--- src/include/pr_shell_defines.svh ---
// ------------------------------------------------------------------
// region count, AXI bus widths and outstanding-burst limit
// ------------------------------------------------------------------

`ifndef PR_SHELL_DEFINES_SVH
`define PR_SHELL_DEFINES_SVH

// reconfigurable regions behind the shell
`define PR_N_REGIONS 2

// AXI4 bus geometry
`define PR_ADDR_BITS 32
`define PR_DATA_BITS 64
`define PR_ID_BITS 4

// bursts in flight per direction and region
// the counter width follows from this value
`define PR_MAX_OUTSTANDING 15

`endif

--- src/source/pr_shell_pkg.sv ---
// ------------------------------------------------------------------
// AXI field types and region state encoding for the PR shell
// ------------------------------------------------------------------

`default_nettype none

`include "pr_shell_defines.svh"

package pr_shell_pkg;

  // AXI4 payload fields
  typedef logic [`PR_ADDR_BITS-1:0] axi_addr_t;
  typedef logic [`PR_DATA_BITS-1:0] axi_data_t;
  typedef logic [`PR_DATA_BITS/8-1:0] axi_strb_t;
  typedef logic [`PR_ID_BITS-1:0] axi_id_t;
  typedef logic [7:0] axi_len_t;
  typedef logic [1:0] axi_resp_t;

  // outstanding bursts, wide enough for the limit
  typedef logic [$clog2(`PR_MAX_OUTSTANDING+1)-1:0] pend_cnt_t;

  // ------------------------------------------------------------------
  // region life cycle
  // ------------------------------------------------------------------
  typedef enum logic [1:0] {
    REGION_ACTIVE    = 2'd0,
    REGION_DRAINING  = 2'd1,
    REGION_DECOUPLED = 2'd2
  } region_state_t;

endpackage

`default_nettype wire

--- src/source/axi_decoupler.sv ---
// ------------------------------------------------------------------
// per-region handshake gating of the five AXI4 channels
// ------------------------------------------------------------------

`timescale 1ns/1ns
`default_nettype none

`include "pr_shell_defines.svh"

module axi_decoupler import pr_shell_pkg::*; (
  input  logic [`PR_N_REGIONS-1:0]            block_addr,
  input  logic [`PR_N_REGIONS-1:0]            decouple,

  // user side (region logic is master)
  input  axi_addr_t [`PR_N_REGIONS-1:0]       s_araddr,
  input  axi_id_t [`PR_N_REGIONS-1:0]         s_arid,
  input  axi_len_t [`PR_N_REGIONS-1:0]        s_arlen,
  input  logic [`PR_N_REGIONS-1:0][2:0]       s_arsize,
  input  logic [`PR_N_REGIONS-1:0][1:0]       s_arburst,
  input  logic [`PR_N_REGIONS-1:0]            s_arvalid,
  output logic [`PR_N_REGIONS-1:0]            s_arready,
  input  axi_addr_t [`PR_N_REGIONS-1:0]       s_awaddr,
  input  axi_id_t [`PR_N_REGIONS-1:0]         s_awid,
  input  axi_len_t [`PR_N_REGIONS-1:0]        s_awlen,
  input  logic [`PR_N_REGIONS-1:0][2:0]       s_awsize,
  input  logic [`PR_N_REGIONS-1:0][1:0]       s_awburst,
  input  logic [`PR_N_REGIONS-1:0]            s_awvalid,
  output logic [`PR_N_REGIONS-1:0]            s_awready,
  input  axi_data_t [`PR_N_REGIONS-1:0]       s_wdata,
  input  axi_strb_t [`PR_N_REGIONS-1:0]       s_wstrb,
  input  logic [`PR_N_REGIONS-1:0]            s_wlast,
  input  logic [`PR_N_REGIONS-1:0]            s_wvalid,
  output logic [`PR_N_REGIONS-1:0]            s_wready,
  output axi_data_t [`PR_N_REGIONS-1:0]       s_rdata,
  output axi_id_t [`PR_N_REGIONS-1:0]         s_rid,
  output axi_resp_t [`PR_N_REGIONS-1:0]       s_rresp,
  output logic [`PR_N_REGIONS-1:0]            s_rlast,
  output logic [`PR_N_REGIONS-1:0]            s_rvalid,
  input  logic [`PR_N_REGIONS-1:0]            s_rready,
  output axi_id_t [`PR_N_REGIONS-1:0]         s_bid,
  output axi_resp_t [`PR_N_REGIONS-1:0]       s_bresp,
  output logic [`PR_N_REGIONS-1:0]            s_bvalid,
  input  logic [`PR_N_REGIONS-1:0]            s_bready,

  // shell side (shell is slave)
  output axi_addr_t [`PR_N_REGIONS-1:0]       m_araddr,
  output axi_id_t [`PR_N_REGIONS-1:0]         m_arid,
  output axi_len_t [`PR_N_REGIONS-1:0]        m_arlen,
  output logic [`PR_N_REGIONS-1:0][2:0]       m_arsize,
  output logic [`PR_N_REGIONS-1:0][1:0]       m_arburst,
  output logic [`PR_N_REGIONS-1:0]            m_arvalid,
  input  logic [`PR_N_REGIONS-1:0]            m_arready,
  output axi_addr_t [`PR_N_REGIONS-1:0]       m_awaddr,
  output axi_id_t [`PR_N_REGIONS-1:0]         m_awid,
  output axi_len_t [`PR_N_REGIONS-1:0]        m_awlen,
  output logic [`PR_N_REGIONS-1:0][2:0]       m_awsize,
  output logic [`PR_N_REGIONS-1:0][1:0]       m_awburst,
  output logic [`PR_N_REGIONS-1:0]            m_awvalid,
  input  logic [`PR_N_REGIONS-1:0]            m_awready,
  output axi_data_t [`PR_N_REGIONS-1:0]       m_wdata,
  output axi_strb_t [`PR_N_REGIONS-1:0]       m_wstrb,
  output logic [`PR_N_REGIONS-1:0]            m_wlast,
  output logic [`PR_N_REGIONS-1:0]            m_wvalid,
  input  logic [`PR_N_REGIONS-1:0]            m_wready,
  input  axi_data_t [`PR_N_REGIONS-1:0]       m_rdata,
  input  axi_id_t [`PR_N_REGIONS-1:0]         m_rid,
  input  axi_resp_t [`PR_N_REGIONS-1:0]       m_rresp,
  input  logic [`PR_N_REGIONS-1:0]            m_rlast,
  input  logic [`PR_N_REGIONS-1:0]            m_rvalid,
  output logic [`PR_N_REGIONS-1:0]            m_rready,
  input  axi_id_t [`PR_N_REGIONS-1:0]         m_bid,
  input  axi_resp_t [`PR_N_REGIONS-1:0]       m_bresp,
  input  logic [`PR_N_REGIONS-1:0]            m_bvalid,
  output logic [`PR_N_REGIONS-1:0]            m_bready
);

  for (genvar i = 0; i < `PR_N_REGIONS; i++) begin : g_region
    logic addr_cut;

    // address channels close as soon as draining starts
    assign addr_cut = block_addr[i] | decouple[i];

    // ar
    assign m_arvalid[i] = addr_cut ? 1'b0 : s_arvalid[i];
    assign s_arready[i] = addr_cut ? 1'b0 : m_arready[i];
    assign m_araddr[i]  = s_araddr[i];
    assign m_arid[i]    = s_arid[i];
    assign m_arlen[i]   = s_arlen[i];
    assign m_arsize[i]  = s_arsize[i];
    assign m_arburst[i] = s_arburst[i];

    // aw
    assign m_awvalid[i] = addr_cut ? 1'b0 : s_awvalid[i];
    assign s_awready[i] = addr_cut ? 1'b0 : m_awready[i];
    assign m_awaddr[i]  = s_awaddr[i];
    assign m_awid[i]    = s_awid[i];
    assign m_awlen[i]   = s_awlen[i];
    assign m_awsize[i]  = s_awsize[i];
    assign m_awburst[i] = s_awburst[i];

    // w keeps flowing while draining so accepted writes complete
    assign m_wvalid[i] = decouple[i] ? 1'b0 : s_wvalid[i];
    assign s_wready[i] = decouple[i] ? 1'b0 : m_wready[i];
    assign m_wdata[i]  = s_wdata[i];
    assign m_wstrb[i]  = s_wstrb[i];
    assign m_wlast[i]  = s_wlast[i];

    // r
    assign s_rvalid[i] = decouple[i] ? 1'b0 : m_rvalid[i];
    assign m_rready[i] = decouple[i] ? 1'b0 : s_rready[i];
    assign s_rdata[i]  = m_rdata[i];
    assign s_rid[i]    = m_rid[i];
    assign s_rresp[i]  = m_rresp[i];
    assign s_rlast[i]  = m_rlast[i];

    // b
    assign s_bvalid[i] = decouple[i] ? 1'b0 : m_bvalid[i];
    assign m_bready[i] = decouple[i] ? 1'b0 : s_bready[i];
    assign s_bid[i]    = m_bid[i];
    assign s_bresp[i]  = m_bresp[i];
  end

endmodule

`default_nettype wire

--- src/source/decouple_ctrl.sv ---
// ------------------------------------------------------------------
// per-region drain and decouple FSM
// ------------------------------------------------------------------

`timescale 1ns/1ns
`default_nettype none

`include "pr_shell_defines.svh"

module decouple_ctrl import pr_shell_pkg::*; (
  input  logic                                aclk,
  input  logic                                arst_n,

  input  logic [`PR_N_REGIONS-1:0]            decouple_req,
  input  logic [`PR_N_REGIONS-1:0]            pend_idle,

  output logic [`PR_N_REGIONS-1:0]            block_addr,
  output logic [`PR_N_REGIONS-1:0]            decouple,
  output region_state_t [`PR_N_REGIONS-1:0]   region_state
);

  for (genvar i = 0; i < `PR_N_REGIONS; i++) begin : g_region
    region_state_t state_q;
    region_state_t state_d;
    logic          block_q;
    logic          dec_q;

    // ------------------------------------------------------------------
    // next state
    // ------------------------------------------------------------------
    always_comb begin
      state_d = state_q;
      case (state_q)
        REGION_ACTIVE: begin
          if (decouple_req[i]) begin
            state_d = REGION_DRAINING;
          end
        end
        REGION_DRAINING: begin
          // dropping the request aborts the drain
          if (!decouple_req[i]) begin
            state_d = REGION_ACTIVE;
          end else if (pend_idle[i]) begin
            state_d = REGION_DECOUPLED;
          end
        end
        REGION_DECOUPLED: begin
          if (!decouple_req[i]) begin
            state_d = REGION_ACTIVE;
          end
        end
        default: begin
          state_d = REGION_ACTIVE;
        end
      endcase
    end

    // ------------------------------------------------------------------
    // state and gate levels, all registered
    // ------------------------------------------------------------------
    always_ff @(posedge aclk or negedge arst_n) begin
      if (!arst_n) begin
        state_q <= REGION_ACTIVE;
        block_q <= 1'b0;
        dec_q   <= 1'b0;
      end else begin
        state_q <= state_d;
        // addresses stay blocked while draining and decoupled
        block_q <= (state_d != REGION_ACTIVE);
        dec_q   <= (state_d == REGION_DECOUPLED);
      end
    end

    assign block_addr[i]   = block_q;
    assign decouple[i]     = dec_q;
    assign region_state[i] = state_q;
  end

endmodule

`default_nettype wire

--- src/source/pr_shell_top.sv ---
// ------------------------------------------------------------------
// PR isolation shell top with controller, tracker and decoupler
// ------------------------------------------------------------------

`timescale 1ns/1ns
`default_nettype none

`include "pr_shell_defines.svh"

module pr_shell_top import pr_shell_pkg::*; (
  input  logic                                aclk,
  input  logic                                arst_n,

  input  logic [`PR_N_REGIONS-1:0]            decouple_req,
  output region_state_t [`PR_N_REGIONS-1:0]   region_state,

  // user ports, one slot per region
  input  axi_addr_t [`PR_N_REGIONS-1:0]       s_araddr,
  input  axi_id_t [`PR_N_REGIONS-1:0]         s_arid,
  input  axi_len_t [`PR_N_REGIONS-1:0]        s_arlen,
  input  logic [`PR_N_REGIONS-1:0][2:0]       s_arsize,
  input  logic [`PR_N_REGIONS-1:0][1:0]       s_arburst,
  input  logic [`PR_N_REGIONS-1:0]            s_arvalid,
  output logic [`PR_N_REGIONS-1:0]            s_arready,
  input  axi_addr_t [`PR_N_REGIONS-1:0]       s_awaddr,
  input  axi_id_t [`PR_N_REGIONS-1:0]         s_awid,
  input  axi_len_t [`PR_N_REGIONS-1:0]        s_awlen,
  input  logic [`PR_N_REGIONS-1:0][2:0]       s_awsize,
  input  logic [`PR_N_REGIONS-1:0][1:0]       s_awburst,
  input  logic [`PR_N_REGIONS-1:0]            s_awvalid,
  output logic [`PR_N_REGIONS-1:0]            s_awready,
  input  axi_data_t [`PR_N_REGIONS-1:0]       s_wdata,
  input  axi_strb_t [`PR_N_REGIONS-1:0]       s_wstrb,
  input  logic [`PR_N_REGIONS-1:0]            s_wlast,
  input  logic [`PR_N_REGIONS-1:0]            s_wvalid,
  output logic [`PR_N_REGIONS-1:0]            s_wready,
  output axi_data_t [`PR_N_REGIONS-1:0]       s_rdata,
  output axi_id_t [`PR_N_REGIONS-1:0]         s_rid,
  output axi_resp_t [`PR_N_REGIONS-1:0]       s_rresp,
  output logic [`PR_N_REGIONS-1:0]            s_rlast,
  output logic [`PR_N_REGIONS-1:0]            s_rvalid,
  input  logic [`PR_N_REGIONS-1:0]            s_rready,
  output axi_id_t [`PR_N_REGIONS-1:0]         s_bid,
  output axi_resp_t [`PR_N_REGIONS-1:0]       s_bresp,
  output logic [`PR_N_REGIONS-1:0]            s_bvalid,
  input  logic [`PR_N_REGIONS-1:0]            s_bready,

  // shell ports, one slot per region
  output axi_addr_t [`PR_N_REGIONS-1:0]       m_araddr,
  output axi_id_t [`PR_N_REGIONS-1:0]         m_arid,
  output axi_len_t [`PR_N_REGIONS-1:0]        m_arlen,
  output logic [`PR_N_REGIONS-1:0][2:0]       m_arsize,
  output logic [`PR_N_REGIONS-1:0][1:0]       m_arburst,
  output logic [`PR_N_REGIONS-1:0]            m_arvalid,
  input  logic [`PR_N_REGIONS-1:0]            m_arready,
  output axi_addr_t [`PR_N_REGIONS-1:0]       m_awaddr,
  output axi_id_t [`PR_N_REGIONS-1:0]         m_awid,
  output axi_len_t [`PR_N_REGIONS-1:0]        m_awlen,
  output logic [`PR_N_REGIONS-1:0][2:0]       m_awsize,
  output logic [`PR_N_REGIONS-1:0][1:0]       m_awburst,
  output logic [`PR_N_REGIONS-1:0]            m_awvalid,
  input  logic [`PR_N_REGIONS-1:0]            m_awready,
  output axi_data_t [`PR_N_REGIONS-1:0]       m_wdata,
  output axi_strb_t [`PR_N_REGIONS-1:0]       m_wstrb,
  output logic [`PR_N_REGIONS-1:0]            m_wlast,
  output logic [`PR_N_REGIONS-1:0]            m_wvalid,
  input  logic [`PR_N_REGIONS-1:0]            m_wready,
  input  axi_data_t [`PR_N_REGIONS-1:0]       m_rdata,
  input  axi_id_t [`PR_N_REGIONS-1:0]         m_rid,
  input  axi_resp_t [`PR_N_REGIONS-1:0]       m_rresp,
  input  logic [`PR_N_REGIONS-1:0]            m_rlast,
  input  logic [`PR_N_REGIONS-1:0]            m_rvalid,
  output logic [`PR_N_REGIONS-1:0]            m_rready,
  input  axi_id_t [`PR_N_REGIONS-1:0]         m_bid,
  input  axi_resp_t [`PR_N_REGIONS-1:0]       m_bresp,
  input  logic [`PR_N_REGIONS-1:0]            m_bvalid,
  output logic [`PR_N_REGIONS-1:0]            m_bready
);

  logic [`PR_N_REGIONS-1:0] block_addr;
  logic [`PR_N_REGIONS-1:0] decouple;
  logic [`PR_N_REGIONS-1:0] pend_idle;

  decouple_ctrl u_ctrl (
    .aclk         (aclk),
    .arst_n       (arst_n),
    .decouple_req (decouple_req),
    .pend_idle    (pend_idle),
    .block_addr   (block_addr),
    .decouple     (decouple),
    .region_state (region_state)
  );

  // counts what the shell actually accepted, so it taps the gated side
  txn_tracker u_tracker (
    .aclk      (aclk),
    .arst_n    (arst_n),
    .m_arvalid (m_arvalid),
    .m_arready (m_arready),
    .m_awvalid (m_awvalid),
    .m_awready (m_awready),
    .m_rvalid  (m_rvalid),
    .m_rready  (m_rready),
    .m_rlast   (m_rlast),
    .m_bvalid  (m_bvalid),
    .m_bready  (m_bready),
    .pend_idle (pend_idle)
  );

  // bus ports share their names with the top ports
  axi_decoupler u_decoupler (.*);

endmodule

`default_nettype wire

--- src/source/txn_tracker.sv ---
// ------------------------------------------------------------------
// outstanding read and write burst counters per region
// ------------------------------------------------------------------

`timescale 1ns/1ns
`default_nettype none

`include "pr_shell_defines.svh"

module txn_tracker import pr_shell_pkg::*; (
  input  logic                        aclk,
  input  logic                        arst_n,

  // shell-side handshakes, after gating
  input  logic [`PR_N_REGIONS-1:0]    m_arvalid,
  input  logic [`PR_N_REGIONS-1:0]    m_arready,
  input  logic [`PR_N_REGIONS-1:0]    m_awvalid,
  input  logic [`PR_N_REGIONS-1:0]    m_awready,
  input  logic [`PR_N_REGIONS-1:0]    m_rvalid,
  input  logic [`PR_N_REGIONS-1:0]    m_rready,
  input  logic [`PR_N_REGIONS-1:0]    m_rlast,
  input  logic [`PR_N_REGIONS-1:0]    m_bvalid,
  input  logic [`PR_N_REGIONS-1:0]    m_bready,

  output logic [`PR_N_REGIONS-1:0]    pend_idle
);

  pend_cnt_t rd_cnt [`PR_N_REGIONS];
  pend_cnt_t wr_cnt [`PR_N_REGIONS];

  for (genvar i = 0; i < `PR_N_REGIONS; i++) begin : g_region
    logic ar_hs;
    logic r_done;
    logic aw_hs;
    logic b_hs;

    assign ar_hs  = m_arvalid[i] & m_arready[i];
    // a read burst ends with its last beat
    assign r_done = m_rvalid[i] & m_rready[i] & m_rlast[i];
    assign aw_hs  = m_awvalid[i] & m_awready[i];
    assign b_hs   = m_bvalid[i] & m_bready[i];

    // ------------------------------------------------------------------
    // read bursts
    // ------------------------------------------------------------------
    always_ff @(posedge aclk or negedge arst_n) begin
      if (!arst_n) begin
        rd_cnt[i] <= '0;
      end else if (ar_hs && !r_done) begin
        rd_cnt[i] <= rd_cnt[i] + 1'b1;
      end else if (!ar_hs && r_done) begin
        rd_cnt[i] <= rd_cnt[i] - 1'b1;
      end
    end

    // ------------------------------------------------------------------
    // write bursts, closed by the B response
    // ------------------------------------------------------------------
    always_ff @(posedge aclk or negedge arst_n) begin
      if (!arst_n) begin
        wr_cnt[i] <= '0;
      end else if (aw_hs && !b_hs) begin
        wr_cnt[i] <= wr_cnt[i] + 1'b1;
      end else if (!aw_hs && b_hs) begin
        wr_cnt[i] <= wr_cnt[i] - 1'b1;
      end
    end

    assign pend_idle[i] = (rd_cnt[i] == '0) && (wr_cnt[i] == '0);
  end

endmodule

`default_nettype wire

--- config.mk ---
export PLATFORM = sky130hd
export DESIGN_NAME = pr_shell_top
export DESIGN_NICKNAME = d
export VERILOG_FILES = /design/src/source/pr_shell_pkg.sv /design/src/source/axi_decoupler.sv /design/src/source/decouple_ctrl.sv /design/src/source/pr_shell_top.sv /design/src/source/txn_tracker.sv
export VERILOG_INCLUDE_DIRS = /design/src /design/src/include
export SDC_FILE = /design/constraint.sdc
export NUM_CORES = 1
export LEC_CHECK = 0
export ABC_AREA = 1
export BUFFER_PORTS_ARGS = -buffer_cell sky130_fd_sc_hd__buf_4
export CORE_AREA = 2 2 408 410
export CTS_CLUSTER_SIZE = 25
export DETAILED_ROUTE_END_ITERATION = 16
export DIE_AREA = 0 0 410 412
export HOLD_SLACK_MARGIN = 0.06
export PLACE_DENSITY = 0.3
export SYNTH_ARGS = -nofsm -noshare
export SYNTH_HDL_FRONTEND = slang
export SYNTH_HIERARCHICAL = 1
export SYNTH_SLANG_ARGS = --single-unit
--- constraint.sdc ---
create_clock -name aclk -period 2.5 [get_ports aclk]
set_input_delay 0.125 -clock aclk [delete_from_list [all_inputs] [get_ports aclk]]
set_output_delay 0.125 -clock aclk [all_outputs]
set_load 0.01 [all_outputs]
==> results.json <==
{
  "outcome": "finished, final reports clean",
  "wirelength_mm": 89.78,
  "routedWlPerCell_um": 36.27,
  "comb_power_share_pct": 44.7,
  "grt_setup_unrepaired": "no",
  "vias": 2557,
  "slew_violations": 0,
  "cellLeakagePower_nw": 1.301,
  "drc": 0,
  "synth.avg_cell_area_sq_um": 7.407,
  "ant_nets": 0,
  "antenna_cells": 0,
  "post_cts_buffers": 0,
  "relSlewSlack_pct": 72.54,
  "io_pins": 1040,
  "min_path_type": "in -> reg",
  "max-clock-path-buffers": 2,
  "p_sw_share_pct": 41.19,
  "arrival_ns": 2.15,
  "die_width_um": 410,
  "cts_hold_repair.buffers": 1,
  "dp_hpwl_mm": 87.14,
  "yosys_warnings": 6,
  "synth_edf_count": 0,
  "hold_viol_final": 0,
  "via_per_inst": 1.033,
  "p_per_area_nw_per_um2": 397.2,
  "synth_area_leaders": "buf_4 (70%), dfrtp_1 (11%), nand2_1 (4.8%), inv_1 (3.3%), ha_1 (2.8%)",
  "synth_top_cell_by_area": "buf_4",
  "clk_latency_ns": 0.26,
  "worst_pin_slew_ns": 0.4114,
  "root_buffer": "clkbuf_16",
  "grtUsageTotal_pct": 10.10,
  "die_area_sq_um": 168900,
  "synthesis.area_sq_um": 5370,
  "synth_nets": 1261,
  "core-area_sq_um": 164200,
  "cts_tree": "built",
  "area_growth_pct": -9.343,
  "worstPathRequired_ns": 2.67,
  "finalSetupTns_ns": 0,
  "crit_path_cell_trace": "inv_2 > nand2_2 > nor2_1 > nand2_1 > inv_1 > ha_1 > inv_1 > ha_1 > or2_1 > nand2_1 > nand2_1 > nand3_1 > nand2_1",
  "cts-resized-gates": 0,
  "synth-seq-cells": 24,
  "critPathTopFamily": "simple AND/OR/NAND/NOR gates",
  "gr-total-overflow": 0,
  "critPathBufInv": 3,
  "synth_top_area_share_pct": 69.90,
  "cap_viol_max_count": 0,
  "internal-power_mw": 1.137,
  "drive_gt1_share_pct": 22.38,
  "clkPwrFrac_pct": 19.3,
  "yosysUniqueCellTypes": 20,
  "synth.most_common_cell": "buf_4",
  "net-switching-power_mw": 0.7966,
  "clk_pin_slew_ns": 0.07,
  "first_iter_violations": 178,
  "yosysSeqAreaShare_pct": 11.18,
  "grt_pass1_wl_mm": 95.01,
  "worstSetupPathType": "reg -> reg",
  "setup_violations": 0,
  "grt_pass1_vias": 2604,
  "gp_congestion": 0.9170,
  "synth_cells": 725,
  "skew_ns": 0.002258,
  "reg2reg_slack_ns": 0.51,
  "share_seq_of_total_power_pct": 36.0,
  "max_freq_mhz": 503.7,
  "grt_max_degree": 25,
  "portBuffers": 51,
  "min_period_ns": 1.985,
  "placementRows": 149,
  "async_flop_share_pct": 100.0,
  "start_util_pct": 3.270,
  "endpoint_kind": "register",
  "numCtsBuffers": 3,
  "num-fill-cells": 19560,
  "grt_antenna_before_repair": 0,
  "fp.dieH_um": 412,
  "synth_ff_type": "dfrtp_1",
  "slowest_delay_ns": 0.46,
  "path_common_cell": "nand2_1",
  "ir_drop_v": 0.0002717,
  "cp-start-kind": "register",
  "crit_slowest_cell": "dfrtp_1",
  "synth_common_cells": "buf_4 (500), nand2_1 (69), inv_1 (47)",
  "path_max_fanout": 7,
  "whs_ns": 0.08548,
  "drt_pass1_iterations": 4,
  "fin_nets": 824,
  "fin_crit_sh_pct": 79.42,
  "cts.sinks": 24,
  "h-tree-depth": 1
}
==> worst paths after layout <==
kind	start	depth (start not counted)	end
worst min register to register	u_tracker/wr_cnt[2]$_DFFE_PN0P_	2	u_tracker/wr_cnt[2]$_DFFE_PN0P_
worst min-delay path	decouple_req[0]	3	u_ctrl/g_region[0].state_q[0]$_DFF_PN0_
min in group asynchronous	arst_n	2	u_ctrl/g_region[0].dec_q$_DFF_PN0_
max in group asynchronous	arst_n	2	u_ctrl/g_region[1].block_q$_DFF_PN0_
worst max register to register	u_ctrl/g_region[0].dec_q$_DFF_PN0_	13	u_tracker/wr_cnt[7]$_DFFE_PN0P_
worst max-delay path	u_ctrl/g_region[0].dec_q$_DFF_PN0_	13	u_tracker/wr_cnt[7]$_DFFE_PN0P_
==> layout make-up <==
type                       instances  area (sq um)  area share, %
inverter                          49         183.9          3.778
clock buffer                       3         75.07          1.542
tap                             2189          2739          56.26
multi-input combinational        152         832.0          17.09
timing repair buffer              58         437.9          8.995
sequential                        24         600.6          12.34
==> state kept, by name (all words and copies together) (netlist names) <==
| name | cells |
|---|---|
| u_tracker/rd_cnt | 8 |
| u_ctrl/g_region.state_q | 4 |
| u_ctrl/g_region.dec_q | 2 |
| u_ctrl/g_region.block_q | 2 |
| u_tracker/wr_cnt | 8 |
==> power by group through the flow <==
stage | registers, mW | logic, mW | clock network (mW)
after floorplan | 0.654 | 1.43 | 0
after global placement | 0.715 | 0.910 | 0
after detailed placement | 0.705 | 0.897 | 0
after CTS | 0.701 | 0.901 | 0.395
after global routing | 0.728 | 1.03 | 0.401
final | 0.695 | 0.865 | 0.374
==> routing by layer <==
metal  wire [um]  vias up  global-route usage, %
met5         330        -                  1.498
met4        1986        4                  1.959
met3       37950       99                  20.15
met2       43030      822                  17.27
met1        6481      845                  2.005
li1            -      787                      -
==> cells in the final DEF, fill, tap and decap left out <==
master,count
a21boi_0,1
a21oi_1,2
buf_4,57
clkbuf_16,3
dfrtp_1,24
dlygate4sd3_1,1
fa_1,4
ha_1,12
inv_1,47
inv_2,2
nand2_1,69
nand2_2,2
nand3_1,10
nand3b_1,1
nand4_1,2
nor2_1,31
nor3_1,1
nor4_1,1
o21ai_0,4
or2_0,1
or2_1,3
xnor2_1,8
==> worst register-to-register path: stages, from the launching register on <==
cell	delay (ns)
dfrtp_1	0.46
inv_2	0.08
nand2_2	0.06
nor2_1	0.14
nand2_1	0.08
inv_1	0.06
ha_1	0.16
inv_1	0.10
ha_1	0.31
or2_1	0.23
nand2_1	0.07
nand2_1	0.04
nand3_1	0.05
nand2_1	0.05
==> kinds of logic (layout without fill, tap and decap cells) <==
group	count (synthesis)	count (layout)	share of synthesized area (%)
AO/OA/AOI/OAI	7	7	0.6990
buffers and inverters	549	110	73.32
AND/OR/NAND/NOR	121	121	9.203
adder cells (fa/ha/maj)	16	16	4.287
flip-flops	24	24	11.18
XOR/XNOR	8	8	1.305
==> stage by stage <==
| stage | std cells | setup slack [ns] | total power [mW] | util, % | cell area, sq um |
|---|---|---|---|---|---|
| 6_report | 2475 | 0.5145 | 1.934 | 2.964 | 4868 |
| 5_1_grt | 2475 | 0.2792 | 2.157 | 2.964 | 4868 |
| 4_1_cts | 2475 | 0.4963 | 1.997 | 2.964 | 4868 |
| 3_5_place_dp | 2471 | 0.5087 | 1.602 | 2.912 | 4783 |
| 3_3_place_gp | 2471 | 0.5271 | 1.625 | 2.912 | 4783 |
| 2_1_floorplan | 725 | 0.5236 | 2.087 | - | 5370 |
No activity file was read; power rests on OpenSTA's default activity.
